**config.mk**
```make
export PLATFORM = sky130hd
export DESIGN_NAME = line_arbiter
export DESIGN_NICKNAME = d
export VERILOG_FILES = /design/src/common/cache_cfg_pkg.sv /design/src/common/mem_types_pkg.sv /design/src/hdl/line_arbiter.sv
export SDC_FILE = /design/constraint.sdc
export NUM_CORES = 1
export LEC_CHECK = 0
export BUFFER_PORTS_ARGS = -buffer_cell sky130_fd_sc_hd__buf_2
export CAP_MARGIN = 30
export CORE_AREA = 2 2 641 643
export CTS_CLUSTER_DIAMETER = 150
export DETAILED_ROUTE_END_ITERATION = 12
export DIE_AREA = 0 0 643 645
export SETUP_SLACK_MARGIN = 0.3
export SKIP_LAST_GASP = 1
export SLEW_MARGIN = 20
export SYNTH_ARGS = -nofsm -noshare
export SYNTH_HDL_FRONTEND = slang
export SYNTH_SLANG_ARGS = --single-unit
```
**constraint.sdc**
```tcl
create_clock -name clk -period 4.9 [get_ports clk]
set_input_delay 0.49 -clock clk [delete_from_list [all_inputs] [get_ports clk]]
set_output_delay 0.49 -clock clk [all_outputs]
set_load 0.02 [all_outputs]
```
**src/common/cache_cfg_pkg.sv**
```systemverilog
package cache_cfg_pkg;

    localparam int ADDR_W = 32;
    localparam int WORD_W = 32;
    localparam int MASK_W = WORD_W / 8;            // one bit per byte lane
    localparam int LINE_W = 256;
    localparam int BEAT_W = 64;                    // bmem burst width

    localparam int WORDS_PER_LINE = LINE_W / WORD_W;
    localparam int BEATS_PER_LINE = LINE_W / BEAT_W;

    localparam int NUM_SETS = 16;                  // direct-mapped, one line per set

    // address split: tag | index | byte offset
    localparam int OFFSET_W   = $clog2(LINE_W / 8);
    localparam int WORD_SEL_W = $clog2(WORDS_PER_LINE);
    localparam int INDEX_W    = $clog2(NUM_SETS);
    localparam int TAG_W      = ADDR_W - INDEX_W - OFFSET_W;

endpackage : cache_cfg_pkg

```
**src/common/mem_types_pkg.sv**
```systemverilog
package mem_types_pkg;

    import cache_cfg_pkg::*;

    // one line, seen as cpu words by the caches and as bursts by the adaptor
    typedef union packed {
        logic [WORDS_PER_LINE-1:0][WORD_W-1:0] words;
        logic [BEATS_PER_LINE-1:0][BEAT_W-1:0] beats;
    } cache_line_u;

    typedef struct packed {
        logic [TAG_W-1:0]    tag;
        logic [INDEX_W-1:0]  index;
        logic [OFFSET_W-1:0] offset;
    } addr_fields_t;

    // cpu side word port
    typedef struct packed {
        logic [ADDR_W-1:0] addr;
        logic              read;
        logic              write;
        logic [MASK_W-1:0] wmask;
        logic [WORD_W-1:0] wdata;
    } word_req_t;

    typedef struct packed {
        logic [WORD_W-1:0] rdata;
        logic              resp;
    } word_rsp_t;

    // line port between caches, arbiter and adaptor
    typedef struct packed {
        logic [ADDR_W-1:0] addr;                   // line aligned
        logic              read;
        logic              write;
        cache_line_u       wdata;
    } line_req_t;

    typedef struct packed {
        cache_line_u rdata;
        logic        resp;
    } line_rsp_t;

endpackage : mem_types_pkg

```
**src/hdl/line_arbiter.sv**
```systemverilog
module line_arbiter
    import cache_cfg_pkg::*;
    import mem_types_pkg::*;
(
    input  logic      clk,
    input  logic      rst,
    input  line_req_t ireq_i,
    output line_rsp_t irsp_o,
    input  line_req_t dreq_i,
    output line_rsp_t drsp_o,
    output line_req_t areq_o,
    input  line_rsp_t arsp_i
);

    typedef enum logic {
        GNT_ICACHE,
        GNT_DCACHE
    } grant_e;

    grant_e grant_q;
    logic   busy_q;     // a line transfer is in flight
    logic   i_active;
    logic   d_active;
    logic   sel_d;

    assign i_active = ireq_i.read || ireq_i.write;
    assign d_active = dreq_i.read || dreq_i.write;

    // idle: pass through at once, data side first
    assign sel_d = busy_q ? (grant_q == GNT_DCACHE) : d_active;

    assign areq_o = sel_d ? dreq_i : ireq_i;

    always_ff @(posedge clk) begin
        if (rst) begin
            busy_q  <= 1'b0;
            grant_q <= GNT_ICACHE;
        end else if (arsp_i.resp) begin
            busy_q <= 1'b0;     // released after the single resp cycle
        end else if (!busy_q && (d_active || i_active)) begin
            busy_q  <= 1'b1;
            grant_q <= sel_d ? GNT_DCACHE : GNT_ICACHE;
        end
    end

    always_comb begin
        irsp_o.rdata = arsp_i.rdata;
        drsp_o.rdata = arsp_i.rdata;
        irsp_o.resp  = arsp_i.resp && !sel_d;
        drsp_o.resp  = arsp_i.resp && sel_d;   // loser just keeps waiting
    end

endmodule : line_arbiter

```
Word level (Yosys, flattened, before mapping)
Index checks and enable logic that the tools add are counted.
{"block": "totals", "ff_bits": 2, "in_bits": 839, "out_inout_bits": 804, "word_cells": 16}
{"block": "op_classes", "muxes": 3, "bitwise": 1, "reduce_logical": 10}
{"cell": "$mux 290", "count": 1}
{"cell": "$logic_and 1x1->1", "count": 3}
{"cell": "$logic_or 1x1->1", "count": 3}
{"cell": "$logic_not 1->1", "count": 2}
{"cell": "$mux 1", "count": 2}
{"cell": "$reduce_and 2->1", "count": 1}
{"cell": "$reduce_or 2->1", "count": 1}
{"cell": "$not 1->1", "count": 1}

Longest topological paths before layout
{"block": "depth", "word_depth": 4, "depth_mapped": 5, "mapped_depth_nobuf": 3}

Worst setup path before layout
No wires, ideal clock.
{"block": "synth_timing", "kind": "in2out", "startpoint": "in dreq_i[256] (netlist bit)", "endpoint": "out areq_o[100] (netlist bit)", "required_time_ns": 4.410, "path_stages": 5, "t_arrival_ns": 1.710, "setup_slack_ns": 2.700, "path_buffers": 2, "path_cell_list": "or3_4 nand2_4 buf_12 buf_8 mux2_1"}
{"element": "from (decl)", "line": "line_arbiter.sv:9", "rtl": "input line_req_t dreq_i,"}
{"element": "to (decl)", "line": "line_arbiter.sv:11", "rtl": "output line_req_t areq_o,"}

==> impl_metrics.yaml <==
power:
  clockPowerShare_pct: 7.0
  p_switching_w: 0.00115
  pwr_density_cell_nw_per_um2: 118
  share_seq_of_total_power_pct: 1.1
  p_sw_share_pct: 64.3
  irDropWorstVdd_mv: 0.0705
  p_leak_nw: 4.72
  pwr-share-comb_pct: 92.0
  internal_power_w: 0.000637
floorplan:
  core_area_sq_um: 408000
  die-height_um: 645
  die_w_um: 643
  die-area_sq_um: 415000
  floorplan.io_pins: 1643
  num_rows: 235
  start_util_pct: 1.88
global_routing:
  antenna_found_initial: 446
  grtUsageTotal_pct: 16.9
  globalRouteOverflowTotal: 0
  grt_pass1_vias: 8960
  grt_start_max_net_pins: 98
  grt_first_pass_wirelength_mm: 388
clock_network:
  cts_inserted_buffers: 3
  setup_repair_bufs_after_cts: 0
  cts_tree: "done"
  htreeDepth: 1
  cts.repair.resized: 0
  clockRootBuffer: "sky130_fd_sc_hd__clkbuf_16"
  clkSinkCount: 2
  postCtsHoldBufs: 0
  worstSkewPairLatency_ns: 0.23
  cts.clk_slew.worst_paths_ns: 0.03
  clock_tree.buffer_depth: 2
critical_path:
  r2r_start: "busy_q"
  cp_max_fo: 97
  critPathRequiredTime_ns: 4.41
  r2r_end: "busy_q"
  cp-start-kind: "input pin"
  ff2ff_path_depth: 3
  arrival_ns: 2.79
  timing.setup.critical_path_class: "in2out"
  timing.reg2reg.setup_slack_ns: 3.75
  critPathCaptureType: "primary output"
synth:
  synth_area_per_cell_sq_um: 8.98
  synth_adder_area_share_pct: 0
  fraction_of_synthesized_area_in_multiplexers_pct: 42.3
  post_synth_and_or_nand_nor_area_fraction_pct: 0.849
  synth.top_cell.area_share_pct: 50.8
  syn-cell-area_sq_um: 7670
  synth_top_cells_by_area: "sky130_fd_sc_hd__buf_4 (51%), sky130_fd_sc_hd__mux2_1 (31%), sky130_fd_sc_hd__mux2_2 (12%)"
  compound_cell_area_share_of_the_yosys_netlist_pct: 0.685
  yosysSeqAreaShare_pct: 0.522
  synth_top_family_by_area: "buffers and inverters"
  number_of_nets_produced_by_synthesis: 1693
  post_synth_inst_count: 854
  ys_ff_latch: 2
  synthesis.yosys.warnings: 0
  synthDominantAreaCellType: "sky130_fd_sc_hd__buf_4"
  synth.distinct_cells: 20
  synth_xor_area_share_pct: 0
placement:
  portBuffers: 874
  finalWeightedCongestion: 1.08
  post-dp-hpwl_mm: 355
timing:
  unrepaired_setup_endpoints_after_global_routing: "false"
  setup-violations-final: 0
  finalSetupTns_ns: 0
  timing.final.crit_period_ns: 3.28
  tightest_slew_ns: 0.675
  finalHoldViolations: 0
  fmax_ghz: 0.305
  slew_viol_final: 0
  max_slew_margin_pct: 55.0
  finalCritPeriodShare_pct: 66.9
  skew_ns: 0.00223
finish:
  final_nets: 2034
  drive_gt1_share_pct: 80.7
  filler_cell_count: 48900
  flow.area_growth_from_synthesis_pct: 97.6
  utilization_pct: 3.71
run:
  maxCapViolCount: 0
route:
  route.antenna.remaining_nets: 0
  drc: 0
  dr_total_vias: 11300
  drt_iter0_drc: 757
  totalWireLength_mm: 364
  dr.pass1.iters: 7
  post_drt_via_cell_ratio: 1.66
  drt-wirelength-per-cell_um: 53.5
min_path:
  min-delay-path-class: "in2reg"
  hold_end: "busy_q"
  hold_path_depth: 2
  min-delay-start: "rst"
run_status:
  status: "complete, no violations"
-- through the flow --
step	power (W)	hold slack, ns	instances	setup WS, ns	area, sq um
2_1_floorplan	0.00132	0.477	854	2.70	7670
3_3_place_gp	0.00172	0.497	6641	1.67	14700
3_5_place_dp	0.00173	0.523	6641	1.63	14700
4_1_cts	0.00186	0.467	6644	1.63	14800
5_1_grt	0.00185	0.473	6684	1.56	14900
6_report	0.00178	0.468	6801	1.62	15200
-- worst max-delay path: stages --
cell and delay, ns:
sky130_fd_sc_hd__buf_2 0.13, sky130_fd_sc_hd__or3_4 0.42, sky130_fd_sc_hd__nand2_8 0.39, sky130_fd_sc_hd__buf_12 0.45
sky130_fd_sc_hd__mux2_1 0.47, sky130_fd_sc_hd__buf_2 0.22
-- Yosys cell counts (all sizes together) --
| master | n |
|---|---|
| a21oi | 3 |
| a22oi | 2 |
| and2 | 1 |
| and3 | 1 |
| buf | 543 |
| dfxtp | 2 |
| inv | 2 |
| mux2 | 288 |
| nand2 | 1 |
| nand2b | 1 |
| nor2 | 2 |
| nor2b | 1 |
| nor3 | 2 |
| o21ai | 3 |
| o31ai | 1 |
| or3 | 1 |
-- cell families after synthesis --
logic type	after synthesis
AOI/OAI and AO/OA	9
buffers and inverters	545
DFF	2
muxes	288
and+or+nand+nor	10
-- sequential cells by signal, summed over array words and instances (netlist names) --
name / cells
busy_q: 1
grant_q: 1
-- cell usage in the layout, fill, tap and decap left out --
| cell | instances |
|---|---|
| sky130_fd_sc_hd__nor3_1 | 2 |
| sky130_fd_sc_hd__a21oi_1 | 3 |
| sky130_fd_sc_hd__inv_1 | 2 |
| sky130_fd_sc_hd__and3_1 | 1 |
| sky130_fd_sc_hd__o21ai_0 | 3 |
| sky130_fd_sc_hd__a22oi_1 | 2 |
| sky130_fd_sc_hd__nand2b_1 | 1 |
| sky130_fd_sc_hd__dfxtp_1 | 2 |
| sky130_fd_sc_hd__diode_2 | 157 |
| sky130_fd_sc_hd__mux2_1 | 209 |
| sky130_fd_sc_hd__and2_1 | 1 |
| sky130_fd_sc_hd__nand2_8 | 1 |
| sky130_fd_sc_hd__buf_2 | 874 |
| sky130_fd_sc_hd__o31ai_1 | 1 |
| sky130_fd_sc_hd__buf_4 | 2 |
| sky130_fd_sc_hd__nor2_1 | 2 |
| sky130_fd_sc_hd__or3_4 | 1 |
| sky130_fd_sc_hd__mux2_2 | 79 |
| sky130_fd_sc_hd__nor2b_1 | 1 |
| sky130_fd_sc_hd__buf_12 | 3 |
| sky130_fd_sc_hd__clkbuf_16 | 3 |
-- metal layers --
layer  GRT usage [%]  share of wire, %  up-vias
met2            24.9                41     2629
met1            11.2                23     4296
met5            2.56              0.95        -
li1                -                 -     3199
met3            25.9                33      876
met4            3.05               2.9      294
-- power groups by stage --
stage / Sequential [W] / Combinational (W) / Clock (W)
after floorplan: 0.0000188 / 0.00130 / 0
after global placement: 0.0000190 / 0.00171 / 0
after global routing: 0.0000193 / 0.00170 / 0.000127
after CTS: 0.0000191 / 0.00172 / 0.000126
after detailed placement: 0.0000192 / 0.00171 / 0
final: 0.0000191 / 0.00164 / 0.000124
-- worst max-delay path by stage --
stage               depth (start not counted)  slack (ns)   startpoint     endpoint
CTS                                         6        1.63  dreq_i[256]   areq_o[96]
finish                                      6        1.62  dreq_i[256]   areq_o[96]
global placement                            6        1.67  dreq_i[256]  areq_o[288]
detailed placement                          6        1.63  dreq_i[256]   areq_o[96]
floorplan                                   5        2.70  dreq_i[256]  areq_o[100]
global route                                6        1.56  dreq_i[256]   areq_o[96]
-- final cells by class --
| type | count | area [sq um] | share of cell area, % |
|---|---|---|---|
| diodes | 157 | 393 | 2.59 |
| inverters | 2 | 7.51 | 0.0495 |
| flip-flops and latches | 2 | 40.0 | 0.264 |
| repair buffers | 879 | 4450 | 29.4 |
| multi-input cells | 307 | 3370 | 22.2 |
| well taps | 5451 | 6820 | 45.0 |
| clock buffers | 3 | 75.1 | 0.495 |
Power figures use the tool's default switching activity.
