`config.mk`:
```
export PLATFORM = sky130hd
export DESIGN_NAME = icache
export DESIGN_NICKNAME = d
export VERILOG_FILES = /design/src/common/cache_cfg_pkg.sv /design/src/common/mem_types_pkg.sv /design/src/icache/icache.sv
export SDC_FILE = /design/constraint.sdc
export NUM_CORES = 2
export LEC_CHECK = 0
export BUFFER_PORTS_ARGS = -buffer_cell sky130_fd_sc_hd__clkbuf_2
export CAP_MARGIN = 25
export CORE_MARGIN = 2
export CORE_UTILIZATION = 55
export CTS_BUF_LIST = sky130_fd_sc_hd__clkbuf_8
export DETAILED_ROUTE_END_ITERATION = 7
export HOLD_SLACK_MARGIN = 0.02
export PLACE_DENSITY_LB_ADDON = 0.25
export SYNTH_ARGS = -nofsm -noshare
export SYNTH_HDL_FRONTEND = slang
export SYNTH_MEMORY_MAX_BITS = 65536
export SYNTH_SLANG_ARGS = --single-unit
```
`constraint.sdc`:
```
create_clock -name clk -period 29.7 [get_ports clk]
set_input_delay 0 -clock clk [delete_from_list [all_inputs] [get_ports clk]]
set_output_delay 0 -clock clk [all_outputs]
set_load 0.1 [all_outputs]
```
`src/common/cache_cfg_pkg.sv`:
```
package cache_cfg_pkg;

    localparam int ADDR_W = 32;
    localparam int WORD_W = 32;
    localparam int MASK_W = WORD_W / 8;            // one bit per byte lane
    localparam int LINE_W = 256;
    localparam int BEAT_W = 64;                    // bmem burst width

    localparam int WORDS_PER_LINE = LINE_W / WORD_W;
    localparam int BEATS_PER_LINE = LINE_W / BEAT_W;

    localparam int NUM_SETS = 16;                  // direct-mapped, one line per set

    // address split: tag | index | byte offset
    localparam int OFFSET_W   = $clog2(LINE_W / 8);
    localparam int WORD_SEL_W = $clog2(WORDS_PER_LINE);
    localparam int INDEX_W    = $clog2(NUM_SETS);
    localparam int TAG_W      = ADDR_W - INDEX_W - OFFSET_W;

endpackage : cache_cfg_pkg

```
`src/common/mem_types_pkg.sv`:
```
package mem_types_pkg;

    import cache_cfg_pkg::*;

    // one line, seen as cpu words by the caches and as bursts by the adaptor
    typedef union packed {
        logic [WORDS_PER_LINE-1:0][WORD_W-1:0] words;
        logic [BEATS_PER_LINE-1:0][BEAT_W-1:0] beats;
    } cache_line_u;

    typedef struct packed {
        logic [TAG_W-1:0]    tag;
        logic [INDEX_W-1:0]  index;
        logic [OFFSET_W-1:0] offset;
    } addr_fields_t;

    // cpu side word port
    typedef struct packed {
        logic [ADDR_W-1:0] addr;
        logic              read;
        logic              write;
        logic [MASK_W-1:0] wmask;
        logic [WORD_W-1:0] wdata;
    } word_req_t;

    typedef struct packed {
        logic [WORD_W-1:0] rdata;
        logic              resp;
    } word_rsp_t;

    // line port between caches, arbiter and adaptor
    typedef struct packed {
        logic [ADDR_W-1:0] addr;                   // line aligned
        logic              read;
        logic              write;
        cache_line_u       wdata;
    } line_req_t;

    typedef struct packed {
        cache_line_u rdata;
        logic        resp;
    } line_rsp_t;

endpackage : mem_types_pkg

```
`src/icache/icache.sv`:
```
module icache
    import cache_cfg_pkg::*;
    import mem_types_pkg::*;
(
    input  logic      clk,
    input  logic      rst,
    input  word_req_t req_i,
    output word_rsp_t rsp_o,
    output line_req_t line_req_o,
    input  line_rsp_t line_rsp_i
);

    typedef enum logic {
        ST_COMPARE,
        ST_FILL
    } state_e;

    state_e state_q;

    logic [TAG_W-1:0]    tag_arr [NUM_SETS];
    cache_line_u         data_arr [NUM_SETS];
    logic [NUM_SETS-1:0] valid_q;

    addr_fields_t          fields;
    logic [WORD_SEL_W-1:0] word_sel;
    logic                  hit;
    logic                  req_new;
    logic                  resp_q;
    logic [WORD_W-1:0]     rdata_q;

    assign fields   = addr_fields_t'(req_i.addr);
    assign word_sel = fields.offset[OFFSET_W-1 -: WORD_SEL_W];   // drop byte bits
    assign hit      = valid_q[fields.index] && (tag_arr[fields.index] == fields.tag);
    assign req_new  = req_i.read && !resp_q;   // held request already answered

    always_ff @(posedge clk) begin
        if (rst) begin
            state_q <= ST_COMPARE;
            valid_q <= '0;
            resp_q  <= 1'b0;
        end else begin
            resp_q <= 1'b0;
            case (state_q)
                ST_COMPARE: begin
                    if (req_new && hit) begin
                        resp_q <= 1'b1;
                    end else if (req_new) begin
                        state_q <= ST_FILL;
                    end
                end
                ST_FILL: begin
                    if (line_rsp_i.resp) begin
                        valid_q[fields.index] <= 1'b1;
                        state_q <= ST_COMPARE;   // replay as a hit
                    end
                end
                default: state_q <= ST_COMPARE;
            endcase
        end
    end

    always_ff @(posedge clk) begin
        if (state_q == ST_FILL && line_rsp_i.resp) begin
            tag_arr[fields.index]  <= fields.tag;
            data_arr[fields.index] <= line_rsp_i.rdata;
        end
        if (state_q == ST_COMPARE && hit) begin
            rdata_q <= data_arr[fields.index].words[word_sel];
        end
    end

    assign rsp_o.rdata = rdata_q;
    assign rsp_o.resp  = resp_q;

    always_comb begin
        line_req_o.addr  = {fields.tag, fields.index, {OFFSET_W{1'b0}}};
        line_req_o.read  = (state_q == ST_FILL);
        line_req_o.write = 1'b0;                 // read only
        line_req_o.wdata = '0;
    end

endmodule : icache

```
After elaboration in Yosys (flattened, before gate mapping)
Memories as Yosys holds them, arrays and structs flattened. Cells that the tools add are included.

Bits in registers: 50. Bits in writable memories: 4464. Output and inout bits: 323. Memories kept: 2.

Memories: data_arr (depth 16, width 256, rd ports 1, clocked after memory_dff 0, write ports 1, line icache.sv:21) `cache_line_u data_arr [NUM_SETS];`; tag_arr (depth 16, width 23, rd ports 1, clocked after memory_dff 0, write ports 1, line icache.sv:20) `logic [TAG_W-1:0] tag_arr [NUM_SETS];`.

Magnitude comparators: 3. Equal/unequal tests: 1. Mux-type cells: 13. Bitwise gates (word level): 2. Reductions and logical operators: 9.

Operators by type and width (number): $bmux W32 S3 (1); $mux W32 (1); $eq A23 B23 Y1 (1); $or A16 B16 Y16 (1); $mux W1 (8); $logic_and A1 B1 Y1 (6); $lt A4 B5 Y1 const B (1); $bmux W1 S4 (1); $demux W1 S4 (1); $ge A4 B1 Y1 const B (1); $lt A3 B4 Y1 const B (1); $pmux W1 S2 (1); $reduce_and A2 Y1 (1); $reduce_or A2 Y1 (1); $logic_not A1 Y1 (1); $not A1 Y1 (1).

Logic depth before layout (Yosys ltp)
Word-level depth: 6. Gate-level depth with buffers: 12. Depth with buffers taken out: 7.

Least setup slack after synthesis
Ideal clock, no wire load.

Path kind: input port to flip-flop. Start: in req_i[43] in the netlist's numbering. End: mem data_arr[0][0] in the netlist's numbering, enable pin. Setup time: 1.262 ns. Data arrival time: 20.039 ns. Slack: 8.399 ns. Stages: 7. Buffers on the path: 4. Cells stage by stage: buf_2 -> buf_6 -> buf_4 -> buf_4 -> nor2_1 -> nand3_1 -> nor3_1.

RTL lines: start, declared (line icache.sv:7) `input word_req_t req_i,`; end, declared (line icache.sv:21).

Straight into the memory's write port.

Worst setup path in the final report
Start: in req_i[44] in the netlist's numbering. End: reg rdata_q[5] (data pin).

Cells in the longest elaborated chain, start to end: 3.

Ends and longest elaborated chain: $mem_v2 Z16 W256; $bmux W32 S3 (line icache.sv:68) `rdata_q <= data_arr[fields.index].words[word_sel];`; $mux W32 (implied by the code) (line icache.sv:68); end signal, assigned (line icache.sv:68); end, declared (line icache.sv:29) `logic [WORD_W-1:0] rdata_q;`.

Every way passes these cells. The select of a mux whose other input is x is not followed. A chain may end at the register's enable or synchronous reset.

==> impl_results.md <==
* Outcome: finished clean
* Synth cell types at 51
* Die width at 565 um
* Final Wtd Congestion at just under 0.8
* Final period util at 0.202
* Root buffer cell: clkbuf_8
* CTS sink count at ~4,500
* R2R Setup Slk at around 25,000 ps
* Final Hold Vio Count at 0
* IO Count at around 650
* Final Skew at around 36 ps
* Max_slew headroom at 0.257
* VDD IR max at about 0.000046 V
* Sink of the worst hold path: rdata_q[11]$_DFFE_PP_
* Post-CTS Setup Bufs at 0
* Total CTS buffers at 694
* Hold path start: req_i[43]
* Cell depth of the worst min-delay path at 5
* Leak at 63.5 nW
* EDFF count, synth at between 4,000 and 5,000
* Die H at between 500 and 600 um
* Vias in the first global route at slightly above 80,000
* Crit end category: flop
* Synth Flop Type: edfxtp_1
* Synth Area in Compound Gates at 0.00317
* Mapped Cells at between 6,000 and 7,000
* Mux cell area share after synthesis at 0.191
* WP data arrival at around 6900 ps
* Max Freq at around 170 MHz
* Fill count at slightly above 20,000
* Routed wire length per instance at 31.5 um
* Number of port buffers at 350
* CTS tree: yes
* Initial core utilization at 0.552
* Pwr dens at between 60 and 70 nW/um^2
* Total GRT Usage at 0.258
* Reg2reg end: data_arr[7][18]$_DFFE_PP_
* Final Power at 0.0125 W
* Post-DP HPWL at approximately 210,000 um
* Setup crit start kind: input pin
* Clock slew at reported path FFs at ~60 ps
* Fin util at 0.629
* CTS H-tree lvls at 6
* Area Growth Syn to Fin at 14.0%
* Main combinational cell family by area after synthesis: multiplexers
* Grt ovf at 0
* Core Rows at about 200
* Layout cells sized above 1 at 0.317
* Post-Synth Adder-Cell Area at 0
* Slew Viols, Final at 0
* Core area at between 300,000 and 400,000 um^2
* Post-Syn Area at roughly 170,000 um^2
* Commonest cells post-synth: edfxtp_1, mux4_2, buf_4
* Reg2reg start: state_q$_SDFF_PP0_
* Vias per cell at 6.23
* Clock period minus worst slack at 6000 ps
* Worst R2R Path Depth at 6
* Top cells by area in the synthesized netlist: edfxtp_1, mux4_2, buf_4, mux2i_1, clkbuf_1
* Worst-Margin Slew at roughly 1100 ps
* Endpoints failing setup at 0
* Vias at between 80,000 and 90,000
* Final wirelength at 410,000 um
* Final Worst Setup Slack at between 20,000 and 25,000 ps
* Setup TNS at 0 ps
* First-pass GRT wire length at around 590,000 um
* Setup WS pre-CTS at 22,430 ps
* Register area share after synthesis at 0.781
* Max Root-Sink Buffers at 4
* Hold crit path type: input pin to flop
* Cell taking the most area after synthesis: edfxtp_1
* Seq cells post-synth at 4,514
* Final Hold Slack at 131 ps
* Crit Path Class: input pin to flop
* Post-Synth Simple-Gate Area at 0.00287
* Worst endpoint required time at between 30,000 and 40,000 ps
* Antenna Violating Nets Remaining at 0
* Most common cell in the netlist: edfxtp_1
* Yosys warning total at 0
* Crit path from: req_i[44]
* Die area at about 320,000 um^2
* Initial antenna violation count at 89
* CP max FO at 63
* Synth top area share at 0.779
* Mean post-synth cell area at approximately 25 um^2
* Clock Latency Late Sink at between 1000 and 1500 ps
* Nets at around 8,600
* DR pass1 iterations at 6
* Drt initial violations at between 10,000 and 15,000
* Async set-or-reset flop fraction in the synthesized netlist at 0
* Pin count of the biggest net entering global routing at around 110
* Max cap viols at 0
* Synth Area in XOR/XNOR at 0.000960
* DRC Markers at 0
* RSZ-0062 raised after global routing: no
-- critical path, stage by stage --
cell	delay [ps]
buf_8	330
buf_4	720
buf_4	630
buf_4	800
buf_4	760
buf_4	750
buf_4	690
mux4_2	420
mux4_2	460
mux4_2	680
mux2_2	350
-- per-layer routing --
layer	track usage	routed length [um]	up-vias	part of all wire
met4	0.0641	9610	70	0.023
met1	0.374	162000	43600	0.39
met5	0	438	-	0.0011
li1	-	-	32400	-
met3	0.0474	37400	696	0.091
met2	0.412	201000	4346	0.49
-- timing repair --
item	CTS	global route
gates resized for setup	0	0
hold endpoints to repair	5318	0
hold buffers	579	0
-- through the flow --
stage	std cells	area [um^2]
after floorplan	7144	174000
after global placement	11200	179000
after detailed placement	11200	179000
after CTS	13000	197000
after global routing	13000	198000
final	13000	198000
-- final cells by class --
cell class              count  area [um^2]  share of cell area
well taps                4160         5200              0.0263
clock buffers             708         9740              0.0493
clock inverters           523         2600              0.0131
repair buffers           1089         9180              0.0465
multi-input cells        1992        35400               0.179
diodes                     38         95.1            0.000481
inverters                   6         30.0            0.000152
flip-flops and latches   4514       135000               0.685
-- worst max-delay path by stage --
stage / slack (ps) / to / depth (start not counted)
after CTS: 23770 / rdata_q[5]$_DFFE_PP_ / 11
after global routing: 23530 / rdata_q[5]$_DFFE_PP_ / 11
after detailed placement: 22430 / rdata_q[6]$_DFFE_PP_ / 11
after floorplan: 8400 / data_arr[0][0]$_DFFE_PP_ / 7
after global placement: 22400 / rdata_q[6]$_DFFE_PP_ / 11
final: 23700 / rdata_q[5]$_DFFE_PP_ / 11
-- placed cells by master (no fill, tap or decap), types with 7 or more instances in the layout --
cell | synthesis | layout
edfxtp_1 | 4496 | 4496
mux4_2 | 1416 | 1416
clkbuf_8 | 0 | 708
dlygate4sd3_1 | 0 | 579
clkbuf_2 | 0 | 344
conb_1 | 1 | 262
inv_1 | 4 | 247
clkinv_1 | 0 | 175
buf_4 | 299 | 132
mux2i_1 | 73 | 73
nor2_1 | 55 | 43
clkinv_2 | 0 | 42
diode_2 | 0 | 38
mux2_2 | 38 | 38
buf_12 | 0 | 27
a22oi_1 | 19 | 19
dfxtp_1 | 18 | 18
inv_6 | 0 | 15
inv_8 | 0 | 14
xnor2_1 | 13 | 13
nand2_1 | 12 | 12
nor2_4 | 0 | 12
clkinvlp_4 | 0 | 12
a21oi_1 | 11 | 11
nand3_1 | 10 | 10
clkinv_8 | 0 | 9
inv_12 | 0 | 7
-- kinds of logic after synthesis --
group,after synthesis
flops,4514
mux,1527
buf+inv,638
simple gates,108
compound gates,76
xor+xnor,19
other cells,1
-- flip-flops by register name (all words and copies together) (netlist names) --
register / flops
data_arr: 4096
resp_q: 1
tag_arr: 368
valid_q: 16
rdata_q: 32
state_q: 1
-- power by group --
part           switching [W]  internal (W)  leakage (nW)
Combinational       0.000523      0.000300          15.7
Sequential        0.00000533       0.00704          40.6
Clock                0.00237       0.00228          7.17
No activity file was read; power rests on OpenSTA's default activity.
