<file path="src/common/cache_cfg_pkg.sv">
package cache_cfg_pkg;

    localparam int ADDR_W = 32;
    localparam int WORD_W = 32;
    localparam int MASK_W = WORD_W / 8;            // one bit per byte lane
    localparam int LINE_W = 256;
    localparam int BEAT_W = 64;                    // bmem burst width

    localparam int WORDS_PER_LINE = LINE_W / WORD_W;
    localparam int BEATS_PER_LINE = LINE_W / BEAT_W;

    localparam int NUM_SETS = 16;                  // direct-mapped, one line per set

    // address split: tag | index | byte offset
    localparam int OFFSET_W   = $clog2(LINE_W / 8);
    localparam int WORD_SEL_W = $clog2(WORDS_PER_LINE);
    localparam int INDEX_W    = $clog2(NUM_SETS);
    localparam int TAG_W      = ADDR_W - INDEX_W - OFFSET_W;

endpackage : cache_cfg_pkg

</file>
<file path="src/common/mem_types_pkg.sv">
package mem_types_pkg;

    import cache_cfg_pkg::*;

    // one line, seen as cpu words by the caches and as bursts by the adaptor
    typedef union packed {
        logic [WORDS_PER_LINE-1:0][WORD_W-1:0] words;
        logic [BEATS_PER_LINE-1:0][BEAT_W-1:0] beats;
    } cache_line_u;

    typedef struct packed {
        logic [TAG_W-1:0]    tag;
        logic [INDEX_W-1:0]  index;
        logic [OFFSET_W-1:0] offset;
    } addr_fields_t;

    // cpu side word port
    typedef struct packed {
        logic [ADDR_W-1:0] addr;
        logic              read;
        logic              write;
        logic [MASK_W-1:0] wmask;
        logic [WORD_W-1:0] wdata;
    } word_req_t;

    typedef struct packed {
        logic [WORD_W-1:0] rdata;
        logic              resp;
    } word_rsp_t;

    // line port between caches, arbiter and adaptor
    typedef struct packed {
        logic [ADDR_W-1:0] addr;                   // line aligned
        logic              read;
        logic              write;
        cache_line_u       wdata;
    } line_req_t;

    typedef struct packed {
        cache_line_u rdata;
        logic        resp;
    } line_rsp_t;

endpackage : mem_types_pkg

</file>
<file path="src/hdl/cacheline_adaptor.sv">
module cacheline_adaptor
    import cache_cfg_pkg::*;
    import mem_types_pkg::*;
(
    input  logic              clk,
    input  logic              rst,
    input  line_req_t         req_i,
    output line_rsp_t         rsp_o,
    output logic [ADDR_W-1:0] bmem_address_o,
    output logic              bmem_read_o,
    output logic              bmem_write_o,
    output logic [BEAT_W-1:0] bmem_wdata_o,
    input  logic [BEAT_W-1:0] bmem_rdata_i,
    input  logic              bmem_resp_i
);

    typedef enum logic [1:0] {
        ST_IDLE,
        ST_BURST,
        ST_DONE
    } state_e;

    state_e                            state_q;
    logic [$clog2(BEATS_PER_LINE)-1:0] beat_q;
    cache_line_u                       line_q;
    logic                              in_burst;

    assign in_burst = (state_q == ST_BURST);

    always_ff @(posedge clk) begin
        if (rst) begin
            state_q <= ST_IDLE;
            beat_q  <= '0;
        end else begin
            case (state_q)
                ST_IDLE: begin
                    beat_q <= '0;
                    if (req_i.read || req_i.write) begin
                        state_q <= ST_BURST;
                    end
                end
                ST_BURST: begin
                    if (bmem_resp_i) begin
                        beat_q <= beat_q + 1'b1;
                        if (&beat_q) begin
                            state_q <= ST_DONE;   // last beat
                        end
                    end
                end
                ST_DONE: state_q <= ST_IDLE;
                default: state_q <= ST_IDLE;
            endcase
        end
    end

    // read beats land lowest first
    always_ff @(posedge clk) begin
        if (in_burst && bmem_resp_i && req_i.read) begin
            line_q.beats[beat_q] <= bmem_rdata_i;
        end
    end

    assign bmem_address_o = req_i.addr;
    assign bmem_read_o    = in_burst && req_i.read;
    assign bmem_write_o   = in_burst && req_i.write;
    assign bmem_wdata_o   = req_i.wdata.beats[beat_q];

    assign rsp_o.rdata = line_q;
    assign rsp_o.resp  = (state_q == ST_DONE);

endmodule : cacheline_adaptor

</file>
<file path="config.mk">
export PLATFORM = sky130hd
export DESIGN_NAME = cacheline_adaptor
export DESIGN_NICKNAME = d
export VERILOG_FILES = /design/src/common/cache_cfg_pkg.sv /design/src/common/mem_types_pkg.sv /design/src/hdl/cacheline_adaptor.sv
export SDC_FILE = /design/constraint.sdc
export NUM_CORES = 1
export LEC_CHECK = 0
export BUFFER_PORTS_ARGS = -buffer_cell sky130_fd_sc_hd__buf_2
export CORE_AREA = 2 2 280 282
export DETAILED_ROUTE_END_ITERATION = 8
export DIE_AREA = 0 0 282 284
export PLACE_DENSITY = 0.39
export SLEW_MARGIN = 10
export SYNTH_ARGS = -nofsm -noshare
export SYNTH_HDL_FRONTEND = slang
export SYNTH_SLANG_ARGS = --single-unit
</file>
<file path="constraint.sdc">
create_clock -name clk -period 4.93 [get_ports clk]
set_clock_uncertainty 0.2 [all_clocks]
set_input_delay 1.479 -clock clk [delete_from_list [all_inputs] [get_ports clk]]
set_output_delay 1.479 -clock clk [all_outputs]
set_load 0.005 [all_outputs]
</file>
==> Word-level counts from Yosys, hierarchy flattened <==
Index checks and enable logic that the tools add are counted.
{ "word_totals": {"ff_bits": 260, "input_bits": 357, "out_inout_bits": 355, "elab_cells": 33} }
{ "classes": {"addsub": 1, "order_cmp": 2, "eq_ne": 5, "mux": 11, "n_reduce_logical": 11} }
{ "op_table": {"columns": ["op", "n"], "rows": [
  ["256-bit bitwise mux", 1],
  ["64-bit binary-select mux with 2-bit select", 1],
  ["64-bit demux with 2-bit select", 1],
  ["64-bit 2-to-1 mux", 2],
  ["2-bit 2-to-1 mux", 4],
  ["2-bit case mux with 2 select lines", 2],
  ["1-bit logical AND", 5],
  ["2-bit != test, second input constant", 2],
  ["2-bit AND reduction", 2],
  ["2-bit by 3-bit less-than comparator with 1-bit output, second input constant", 1],
  ["3-bit AND reduction", 1],
  ["2-bit by 1-bit adder with 2-bit output, second input constant", 1],
  ["2-bit by 1-bit equality test with 1-bit output, second input constant", 1],
  ["2-bit equality test, second input constant", 1],
  ["2-bit by 1-bit >= comparator with 1-bit output, second input constant", 1],
  ["2-bit logical NOT", 1],
  ["2-bit by 1-bit != test with 1-bit output, second input constant", 1],
  ["2-bit nonzero test", 1],
  ["1-bit logical OR", 1]
]} }

==> Depth between registers and ports, before layout <==
{ "depth": {"depth_word": 5, "depth_mapped": 6, "mapped_depth_nobuf": 4} }

==> Worst setup path before layout <==
OpenSTA, ideal clock, no wires.
{ "synth_timing": {"kind": "in2reg", "startpoint": "in req_i[257] (netlist name)", "endpoint": "reg line_q[0] (netlist name), enable pin", "setup_ns": 0.429, "t_arrival_ns": 3.230, "required_time_ns": 4.301, "setup_slack_ns": 1.071, "stages": 2, "n_path_buf": 0, "path_cell_list": "and2_1 -> and3_1"} }
{ "synth_between": {"elab_chain_cells": 1} }
{ "synth_lines": {"columns": ["element", "line_no", "source"], "rows": [
  ["start: declaration", "cacheline_adaptor.sv:7", "input line_req_t req_i,"],
  ["1-bit logical AND", "cacheline_adaptor.sv:58", "if (in_burst && bmem_resp_i && req_i.read) begin"],
  ["end: declaration", "cacheline_adaptor.sv:25", "cache_line_u line_q;"]
]} }
Every way passes these cells.
A chain may end at the register's enable or synchronous reset.

==> Final worst setup path <==
{ "layout_timing": {"startpoint": "reg beat_q[0]", "endpoint": "out bmem_wdata_o[6]"} }
{ "layout_between": {"elab_chain_cells": 2} }
{ "layout_lines": {"columns": ["element", "line_no", "source"], "rows": [
  ["start: declaration", "cacheline_adaptor.sv:24", "logic [$clog2(BEATS_PER_LINE)-1:0] beat_q;"],
  ["start signal: assignment", "cacheline_adaptor.sv:44", "beat_q <= beat_q + 1'b1;"],
  ["64-bit binary-select mux with 2-bit select", "cacheline_adaptor.sv:66", "assign bmem_wdata_o = req_i.wdata.beats[beat_q];"],
  ["64-bit 2-to-1 mux (implied by the code)", "cacheline_adaptor.sv:66", null],
  ["end: declaration", "cacheline_adaptor.sv:12", "output logic [BEAT_W-1:0] bmem_wdata_o,"]
]} }
Every way passes these cells. The select of a mux whose other input is x is not followed.

==> results by group <==
Finish
  – Synthesis-to-finish area growth: 53.6%
  – Share of layout cells above drive strength 1: 0.726
  – Nets: 1397

Pwr
  – Pint: 3.71 mW
  – Combinational Power Share: 0.077
  – Pwr Density: about 320 mW/mm^2
  – Lkg Pwr: ~5.8 nW
  – Clock power share: 0.401
  – Maximum VDD drop: 0.000148 V
  – Power share of the sequential group: 0.522
  – Sw Share: 0.214
  – Sw Pwr: roughly 1.0 mW

Worst setup path
  – CP endpoint kind: output port
  – Arrival time worst endpoint: about 2.5 ns
  – FF-to-FF path depth: 3
  – Worst R2R Start: beat_q[1]
  – CP max stage cell: dfxtp_4
  – Worst path max stage delay: just over 0.8 ns
  – Crit-path cells: buf_12 -> mux4_2 -> buf_2
  – CP Class: reg2out
  – Worst EP required: between 3 and 4 ns
  – Max FO, Critical Path: 39
  – R2R setup slack: 2.21 ns
  – FF-to-FF End: line_q[233]
  – CP Launch Type: register

Synthesis
  – Netlist cell types: 18
  – Sequential share of the synthesized area: 0.799
  – Mapped Avg Cell Area: 24.6 um^2
  – Warning count from the yosys run: 0
  – Top-area cell type share of the netlist area: 0.791
  – Synth area leaders: edfxtp_1 (79%), mux4_2 (15%), buf_4 (2.6%)
  – Gate Count Post-Synth: 396
  – Top cell type by total area after synthesis: edfxtp_1
  – Mapped cell area: between 0.009 and 0.01 mm^2
  – Yosys reg bits: between 200 and 300
  – Post-Syn Nets: roughly 760

Detailed routing
  – DR vias/cell: about 3.3
  – Post-Route WL: 45400 um
  – Pre-antenna DRT Iters: 4
  – DRC: 0
  – Via Count: 6952
  – Initial drt markers: 280
  – Post-DR wirelength/cell: between 20 and 25 um
  – Routed Antenna Nets: 0

Hold path
  – Worst Hold Depth: 1
  – HP Start: state_q[1]
  – Worst Hold End: state_q[0]
  – Hold WC Path Type: reg2reg

Run status
  – Outcome: finished clean

STA
  – Unrepaired setup endpoints after global routing: no
  – Slew of the pin with the lowest slew margin: a little under 1 ns
  – Setup_tns: 0 ns
  – Final Cycle Share: 0.847
  – Highest clock rate: around 240 MHz
  – Crit path time final: roughly 4.2 ns
  – Worst hold margin: 0.295 ns
  – Final setup viols: 0
  – Final Max Slew Viols: 0
  – Endpoints failing hold: 0
  – Worst slew margin: 0.359

Clock network
  – Setup bufs post-CTS: 0
  – Hold buffers post-CTS: 0
  – Total CTS buffers: 27
  – CTS-repair resized insts: 0
  – Clock edge transition at the registers on the reported setup and hold paths: 0.06 ns
  – CTS H-tree lvls: 1
  – CTS max path bufs: 3
  – Clock Latency Late Sink: 0.54 ns
  – TritonCTS clock tree: built
  – Clock Sinks: between 200 and 300
  – Root buffer cell: clkbuf_16

Die
  – Ports: around 700
  – Die X: between 200 and 300 um
  – Area of the die: ~0.08 mm^2
  – Die H: roughly 280 um
  – Core area: around 0.077 mm^2
  – Initial Utilization: 0.126
  – Num rows: about 100

Global routing
  – First-pass GRT wire length: approximately 59000 um
  – Total gr overflow: 0
  – Tot GR Track Use: 0.107
  – Vias in the first global route: between 7000 and 8000
  – Initial antenna violation count: 32
  – Largest net degree at the start of global routing: approximately 70

Place
  – Final HPWL from detailed placement: 37900 um
  – Buffers on Ports: 647
  – GPL Wtd Cong: between 0.9 and 1

Job
  – Max Cap Viol: 0
[cell usage after synthesis]
master,n
mux4_2,64
a21oi_1,2
and2_1,2
nor2_1,1
nand3_1,4
buf_6,5
o21ai_0,2
and3_1,4
dfxtp_1,4
inv_1,2
buf_4,34
ha_1,4
nor2b_1,3
buf_1,2
o31ai_1,1
nor3_1,1
edfxtp_1,256
buf_2,5
[layout by cell type, fill, tap and decap left out, drive strengths merged, types with 2 or more instances in the layout]
cell type / n
a21oi: 2
and2: 2
and3: 4
buf: 657
clkbuf: 32
clkinv: 12
clkinvlp: 4
dfxtp: 4
diode: 11
edfxtp: 256
ha: 4
inv: 3
mux4: 64
nand3: 4
nor2b: 3
o21ai: 2
[critical path: cells and delay by family, from the launching register on]
kind     cells  cell delay, ns
buf+inv      2            0.45
mux          1            0.60
flops        1            0.82
[stage by stage]
stage	worst slack (ns)	util	cell area [um^2]	power [mW]	std cells
2_1_floorplan	1.07	-	9720	2.64	396
3_3_place_gp	0.915	0.183	14100	2.88	2047
3_5_place_dp	0.909	0.183	14100	2.88	2047
4_1_cts	0.657	0.194	14900	4.81	2097
5_1_grt	0.578	0.194	14900	4.91	2101
6_report	0.755	0.194	14900	4.72	2108
[sequential cells by signal, summed over array words and instances, names as in the netlist]
name	flops
beat_q	2
line_q	256
state_q	2
[power groups by stage]
stage / Sequential, mW / Clock, mW / Combinational (mW)
after floorplan: 2.51 / 0 / 0.132
after global placement: 2.51 / 0 / 0.369
after detailed placement: 2.51 / 0 / 0.372
after CTS: 2.47 / 1.97 / 0.374
after global routing: 2.47 / 2.05 / 0.392
final: 2.46 / 1.89 / 0.365
[metal layers]
metal	up-vias	track usage	share of wire
li1	2938	-	-
met1	3376	0.105	0.33
met2	535	0.199	0.52
met3	91	0.0389	0.10
met4	12	0.0453	0.039
met5	-	0	0.0016
[worst max-delay path by stage]
stage / from / depth (start not counted) / to
3_5_place_dp: req_i[226] / 3 / bmem_wdata_o[34]
4_1_cts: beat_q[0] / 3 / bmem_wdata_o[6]
3_3_place_gp: req_i[226] / 3 / bmem_wdata_o[34]
2_1_floorplan: req_i[257] / 2 / line_q[0]
5_1_grt: beat_q[0] / 3 / bmem_wdata_o[6]
6_report: beat_q[0] / 3 / bmem_wdata_o[6]
[final cells by class]
type                            instances  area, um^2
Multi-Input combinational cell         88        1620
Timing Repair Buffer                  657        3380
Sequential cell                       260        7770
Inverter                                2        7.51
Tap cell                             1040        1300
Fill cell                            8393       62000
Antenna cell                           11        27.5
Clock inverter                         18         126
Clock buffer                           32         694
[cell families after synthesis]
logic type | share of synthesized area
AOI/OAI and AO/OA | 0.00283
and+or+nand+nor | 0.00875
buffers and inverters | 0.0362
DFF | 0.799
adders and majority gates | 0.00515
muxes | 0.148
Note: power is estimated with default switching activity, not from simulation.
