**src/common/cache_cfg_pkg.sv**
```systemverilog
package cache_cfg_pkg;

    localparam int ADDR_W = 32;
    localparam int WORD_W = 32;
    localparam int MASK_W = WORD_W / 8;            // one bit per byte lane
    localparam int LINE_W = 256;
    localparam int BEAT_W = 64;                    // bmem burst width

    localparam int WORDS_PER_LINE = LINE_W / WORD_W;
    localparam int BEATS_PER_LINE = LINE_W / BEAT_W;

    localparam int NUM_SETS = 16;                  // direct-mapped, one line per set

    // address split: tag | index | byte offset
    localparam int OFFSET_W   = $clog2(LINE_W / 8);
    localparam int WORD_SEL_W = $clog2(WORDS_PER_LINE);
    localparam int INDEX_W    = $clog2(NUM_SETS);
    localparam int TAG_W      = ADDR_W - INDEX_W - OFFSET_W;

endpackage : cache_cfg_pkg

```
**src/common/mem_types_pkg.sv**
```systemverilog
package mem_types_pkg;

    import cache_cfg_pkg::*;

    // one line, seen as cpu words by the caches and as bursts by the adaptor
    typedef union packed {
        logic [WORDS_PER_LINE-1:0][WORD_W-1:0] words;
        logic [BEATS_PER_LINE-1:0][BEAT_W-1:0] beats;
    } cache_line_u;

    typedef struct packed {
        logic [TAG_W-1:0]    tag;
        logic [INDEX_W-1:0]  index;
        logic [OFFSET_W-1:0] offset;
    } addr_fields_t;

    // cpu side word port
    typedef struct packed {
        logic [ADDR_W-1:0] addr;
        logic              read;
        logic              write;
        logic [MASK_W-1:0] wmask;
        logic [WORD_W-1:0] wdata;
    } word_req_t;

    typedef struct packed {
        logic [WORD_W-1:0] rdata;
        logic              resp;
    } word_rsp_t;

    // line port between caches, arbiter and adaptor
    typedef struct packed {
        logic [ADDR_W-1:0] addr;                   // line aligned
        logic              read;
        logic              write;
        cache_line_u       wdata;
    } line_req_t;

    typedef struct packed {
        cache_line_u rdata;
        logic        resp;
    } line_rsp_t;

endpackage : mem_types_pkg

```
**src/dcache/dcache.sv**
```systemverilog
module dcache
    import cache_cfg_pkg::*;
    import mem_types_pkg::*;
(
    input  logic      clk,
    input  logic      rst,
    input  word_req_t req_i,
    output word_rsp_t rsp_o,
    output line_req_t line_req_o,
    input  line_rsp_t line_rsp_i
);

    typedef enum logic [1:0] {
        ST_COMPARE,
        ST_WRITEBACK,
        ST_FILL
    } state_e;

    state_e state_q;

    logic [TAG_W-1:0]    tag_arr [NUM_SETS];
    cache_line_u         data_arr [NUM_SETS];
    logic [NUM_SETS-1:0] valid_q;
    logic [NUM_SETS-1:0] dirty_q;

    addr_fields_t          fields;
    logic [WORD_SEL_W-1:0] word_sel;
    logic [TAG_W-1:0]      victim_tag;
    logic                  hit;
    logic                  req_new;
    logic                  resp_q;
    logic [WORD_W-1:0]     rdata_q;

    assign fields     = addr_fields_t'(req_i.addr);
    assign word_sel   = fields.offset[OFFSET_W-1 -: WORD_SEL_W];
    assign victim_tag = tag_arr[fields.index];
    assign hit        = valid_q[fields.index] && (victim_tag == fields.tag);
    assign req_new    = (req_i.read || req_i.write) && !resp_q;

    always_ff @(posedge clk) begin
        if (rst) begin
            state_q <= ST_COMPARE;
            valid_q <= '0;
            dirty_q <= '0;
            resp_q  <= 1'b0;
        end else begin
            resp_q <= 1'b0;
            case (state_q)
                ST_COMPARE: begin
                    if (req_new && hit) begin
                        resp_q <= 1'b1;
                        if (req_i.write) begin
                            dirty_q[fields.index] <= 1'b1;
                        end
                    end else if (req_new && valid_q[fields.index] && dirty_q[fields.index]) begin
                        state_q <= ST_WRITEBACK;   // victim goes out first
                    end else if (req_new) begin
                        state_q <= ST_FILL;
                    end
                end
                ST_WRITEBACK: begin
                    if (line_rsp_i.resp) begin
                        state_q <= ST_FILL;
                    end
                end
                ST_FILL: begin
                    if (line_rsp_i.resp) begin
                        valid_q[fields.index] <= 1'b1;
                        dirty_q[fields.index] <= 1'b0;
                        state_q <= ST_COMPARE;
                    end
                end
                default: state_q <= ST_COMPARE;
            endcase
        end
    end

    always_ff @(posedge clk) begin
        if (state_q == ST_FILL && line_rsp_i.resp) begin
            tag_arr[fields.index]  <= fields.tag;
            data_arr[fields.index] <= line_rsp_i.rdata;
        end
        if (state_q == ST_COMPARE && hit) begin
            rdata_q <= data_arr[fields.index].words[word_sel];
        end
        // byte merge on a write hit
        if (state_q == ST_COMPARE && req_new && hit && req_i.write) begin
            for (int b = 0; b < MASK_W; b++) begin
                if (req_i.wmask[b]) begin
                    data_arr[fields.index].words[word_sel][8*b +: 8] <= req_i.wdata[8*b +: 8];
                end
            end
        end
    end

    assign rsp_o.rdata = rdata_q;
    assign rsp_o.resp  = resp_q;

    always_comb begin
        line_req_o.read  = (state_q == ST_FILL);
        line_req_o.write = (state_q == ST_WRITEBACK);
        line_req_o.wdata = data_arr[fields.index];
        if (state_q == ST_WRITEBACK) begin
            line_req_o.addr = {victim_tag, fields.index, {OFFSET_W{1'b0}}};
        end else begin
            line_req_o.addr = {fields.tag, fields.index, {OFFSET_W{1'b0}}};
        end
    end

endmodule : dcache

```
**config.mk**
```make
export PLATFORM = sky130hd
export DESIGN_NAME = dcache
export DESIGN_NICKNAME = d
export VERILOG_FILES = /design/src/common/cache_cfg_pkg.sv /design/src/common/mem_types_pkg.sv /design/src/dcache/dcache.sv
export SDC_FILE = /design/constraint.sdc
export NUM_CORES = 2
export LEC_CHECK = 0
export BUFFER_PORTS_ARGS = -buffer_cell sky130_fd_sc_hd__buf_4
export CAP_MARGIN = 20
export CORE_AREA = 2 2 636 954
export DETAILED_ROUTE_END_ITERATION = 10
export DIE_AREA = 0 0 638 956
export PLACE_DENSITY = 0.45
export SKIP_CTS_REPAIR_TIMING = 1
export SLEW_MARGIN = 10
export SYNTH_ARGS = -nofsm -noshare
export SYNTH_HDL_FRONTEND = slang
export SYNTH_MEMORY_MAX_BITS = 65536
export SYNTH_SLANG_ARGS = --single-unit
```
**constraint.sdc**
```tcl
create_clock -name clk -period 15.5 [get_ports clk]
set_input_delay 1.55 -clock clk [delete_from_list [all_inputs] [get_ports clk]]
set_output_delay 1.55 -clock clk [all_outputs]
set_load 0.005 [all_outputs]
```
After elaboration in Yosys (flattened, before gate mapping)
Memory sizes are Yosys's and may differ from the RTL's.
Index checks and enable logic that the tools add are counted.

operators by class
  magnitude comparators = 4
  equal/unequal tests = 9
  mux-type cells = 1,066
  reductions and logical operators = 20
  bitwise logic cells = 1,029

operators by type and width
  operator            number
  $mux 1              1,038
  $mux 256            4
  $or 1x1->1          1,024
  $demux 32 s3        4
  $bmux 32 s3         1
  $mux 32             3
  $mux 16             4
  $or 16x16->16       2
  $pmux 16 s2         1
  $mux 24             1
  $eq 23x23->1        1
  $and 16x16->16      1
  $not 16->16         1
  $logic_and 1x1->1   12
  $mux 2              5
  $bmux 1 s4          2
  $mux 8              1
  $reduce_and 4->1    2
  $ne 2x2->1 const B  3
  $pmux 2 s3          1
  $lt 4x5->1 const B  1
  $demux 1 s4         1
  $ge 4x1->1 const B  1
  $lt 3x4->1 const B  1
  other kinds (12)    13

word-level totals
  register bits after elaboration = 67
  output and inout bits = 323
  memories = 2
  bits of input ports = 329
  logic and storage cells = 2,135
  RAM bits = 4,464

memory list
  memory    depth  bits a word  rd ports  clocked after memory_dff  write ports  RTL line      source
  data_arr  16     256          1         0                         1            dcache.sv:22  cache_line_u data_arr [NUM_SETS];
  tag_arr   16     23           1         0                         1            dcache.sv:21  logic [TAG_W-1:0] tag_arr [NUM_SETS];

Longest topological paths before layout
  depth after elaboration = 11
  gate-level depth with buffers = 16
  depth with buffers taken out = 8

Worst setup path before layout
OpenSTA, ideal clock, no wires.

  kind = input to register
  from = input port req_i[46] (netlist name)
  to = register rdata_q[0], enable pin
  stages = 14
  setup slack = 8.596 ns
  library setup time = 0.461 ns
  arrival = 6.443 ns
  cells stage by stage = buf_2 buf_2 buf_4 buf_2 mux4_2 mux2i_1 o21ai_0 a211oi_1 o21ai_1 nor4_2 buf_6 buf_12 or4b_1 nor3_1

on the way
  longest elaborated chain between the ends = 4
  elaborated cells on any way between the ends = 6
  those cells by class = eq/ne: 1; mux: 2; reduce/logical: 2; memory: 1

ends and longest elaborated chain
  item                                                RTL line      source
  start: declaration                                  dcache.sv:7   input word_req_t req_i,
  $mem_v2 16x23 / $bmux 1 s4 (equally long branches)  -
  $eq 23x23->1 / $mux 1 (equally long branches)       dcache.sv:37  assign hit = valid_q[fields.index] && (victim_tag == fields.tag);
  $logic_and 1x1->1 (*)                               dcache.sv:37
  $logic_and 1x1->1 (*)                               dcache.sv:83  if (state_q == ST_COMPARE && hit) begin
  end signal: assignment                              dcache.sv:84  rdata_q <= data_arr[fields.index].words[word_sel];
  end: declaration                                    dcache.sv:32  logic [WORD_W-1:0] rdata_q;

Mark *: on every way between the ends. The rest lies on a longest branch, timed or not. The select of a mux whose other input is x is not followed.
A chain may end at the register's enable or synchronous reset.

==> out/summary.txt <==
Clk sinks - 4,531
Rows - 349
Global-route wire length before repair - 812,300 um
Synth Area in Adders - 0%
GR Util All Layers - 19.40%
Minimum clock period - 8.283 ns
Largest net degree at the start of global routing - 132
Gpl congestion - 0.7968
CTS Root Cell - clkbuf_16
Placed Area - 0.1954 mm^2
Via count - 89,320
Final nets - 9,237
Sequential element share of the synthesized area - 75.45%
Clk slew on worst S/H paths - 0.06 ns
Vias in the first global route - 94,040
Outcome - completed
Drt total wl - 602,500 um
Clock tree buffer depth - 4
Fmax - 120.7 MHz
Main combinational cell family by area after synthesis - multiplexers
Setup ws final - 7.217 ns
Fill count - 55,550
Horiz. Die Dim - 638 um
Relative slew margins - 22.11%
XOR/XNOR Fraction of Synth Area - 0.07791%
Syn_area_per_cell - 22.68 um^2
Clock Latency Late Sink - 1.07 ns
Max Cap Viol - 0
Layout cell share with drive strength beyond 1 - 37.76%
Post-route cell area - 0.2108 mm^2
Die Y - 956 um
CP endpoint kind - primary output
Initial antenna violation count - 97
Area growth, synth to finish - 17.22%
Antenna viol nets, final - 0
Commonest cells in the netlist - edfxtp_1, mux4_2, a21oi_1, clkbuf_1, mux2_2
PwrDens - 126.1 mW/mm^2
DP HPWL - 403,800 um
Starting DRC count in detailed routing - 8,662
Cell variety after synth - 69
Critical Path Source Type - primary input
CP arrival - 6.73 ns
Post-synth top area share - 75.06%
Yosys Warn Count - 0
Setup WS pre-CTS - 6.476 ns
Final Skew - 0.09242 ns
Wire length per cell - 35.01 um
Async S/R FF share, synth - 0%
Final setup viols - 0
Leakage power - 0.06582 uW
DRT Pass-1 Iters - 5
Synth Area in Simple Gates - 1.129%
Post-synthesis mux area share - 19.33%
RSZ-0062 raised after global routing - no
# IOs - 652
Synthesized instance count - 7,931
CP required - 13.95 ns
Final worst-path cycle share - 53.44%
Cell area after synthesis - 0.1799 mm^2
Most common cell in the netlist - edfxtp_1
Setup TNS - 0 ns
Synth Area in Compound Gates - 2.471%
Die ar. - 0.6099 mm^2
Area leader, netlist - edfxtp_1
Area contributors post-synth - edfxtp_1, mux4_2, a21oi_1
Flip-flop and latch count after synthesis - 4,531
Number of synthesized flops with an enable pin - 4,496
Min-Delay Path Class - reg2reg
CTS tree - built
Worst-Margin Slew - 1.168 ns
Prevailing post-synth register cell - edfxtp_1
CP max FO - 131
Hold Violations, Final - 0
Final slew viol count - 0
Initial Util - 29.92%
Via/cell ratio - 5.190
Peak VDD IR - 0.0001003 V
Gr ovfl total - 0
CTS buffer count - 442
Residual DRC - 0
Critical path class - in2out
I/O Buffers - 644
H-tree Lvls - 5
Design Power - 26,580 uW
Core area - 0.6013 mm^2
[cell usage in the layout (no fill, tap or decap), drive strengths merged, types with 5 or more instances in the layout]
master    synthesis  final
nand2b           12     12
mux2i            63     63
a21oi           526    526
inv              12     29
o21ai            30     30
clkinv            1    211
nand2            70     70
a22oi           135    135
clkbuf          311    503
conb              1      5
or3b             15     15
nor3             43     43
bufinv            0     64
nand3            45     45
nand4            37     37
clkinvlp          0     27
a211oi            5      5
nor2             84     84
and2              5      5
mux4           1365   1365
dfxtp            35     35
a22o              6      6
o22ai            11     11
diode             0     29
mux2            277    277
buf             250   1089
o31ai            16     16
edfxtp         4496   4496
xnor2            12     12
[report_power, final]
| group | internal (uW) | switching (uW) | total [uW] |
|---|---|---|---|
| logic | 643 | 1140 | 1780 |
| clock network | 6360 | 4860 | 11200 |
| registers | 13600 | 18.2 | 13600 |
| total | 20600 | 6020 | 26600 |
[registers in the layout (all words and copies together) (netlist names), named ones only]
register and flops:
data_arr 4096, tag_arr 368, rdata_q 32, valid_q 16, state_q 2, resp_q 1
[final timing paths]
kind | start | end | slack, ns | cells after the start
hold reg to reg | valid_q[12] | valid_q[12] | 0.48 | 2
hold / removal | valid_q[12] | valid_q[12] | 0.48 | 2
setup / recovery | req_i[44] | line_req_o[76] | 7.22 | 9
setup reg to reg | tag_arr[2][22] | data_arr[6][117] | 9.24 | 10
[logic make-up (layout without fill, tap and decap cells)]
| family | count (synthesis) | in the layout |
|---|---|---|
| XOR/XNOR | 16 | 16 |
| other | 1 | 34 |
| flip-flops | 4531 | 4531 |
| AND/OR/NAND/NOR | 337 | 337 |
| multiplexers | 1705 | 1705 |
| buffers and inverters | 574 | 1923 |
| AO/OA/AOI/OAI | 767 | 767 |
[per-stage QoR]
stage               cells  utilization, %  hold slack, ns
floorplan            7935               -          0.4348
global placement    16280           32.44          0.4684
detailed placement  16330           32.50          0.4587
CTS                 17150           34.99          0.4740
global route        17180           35.05          0.5009
finish              17210           35.07          0.4751
[critical path: stages]
cell	delay, ns
buf_8	0.50
buf_12	0.68
buf_4	0.86
buf_4	0.47
buf_16	0.33
buf_4	0.72
mux4_2	0.47
mux4_2	0.57
buf_4	0.18
[layout make-up]
type / count / area [um^2] / share of cell area [%]
clock inverters: 318 / 3607 / 1.711
inverters: 13 / 56.30 / 0.02670
flip-flops and latches: 4531 / 135700 / 64.36
repair buffers: 1090 / 8426 / 3.996
diodes: 29 / 72.57 / 0.03442
multi-input cells: 2830 / 41730 / 19.79
clock buffers: 502 / 11360 / 5.387
well taps: 7897 / 9881 / 4.686
[per-layer routing]
metal / vias to the layer above / track usage, % / part of all wire, %
met4: 26 / 6.259 / 3.6
met1: 49370 / 23.62 / 38
met3: 790 / 3.140 / 6.2
li1: 35990 / - / -
met5: - / 0 / 0.027
met2: 3150 / 34.92 / 53
Note: power is estimated with default switching activity, not from simulation.
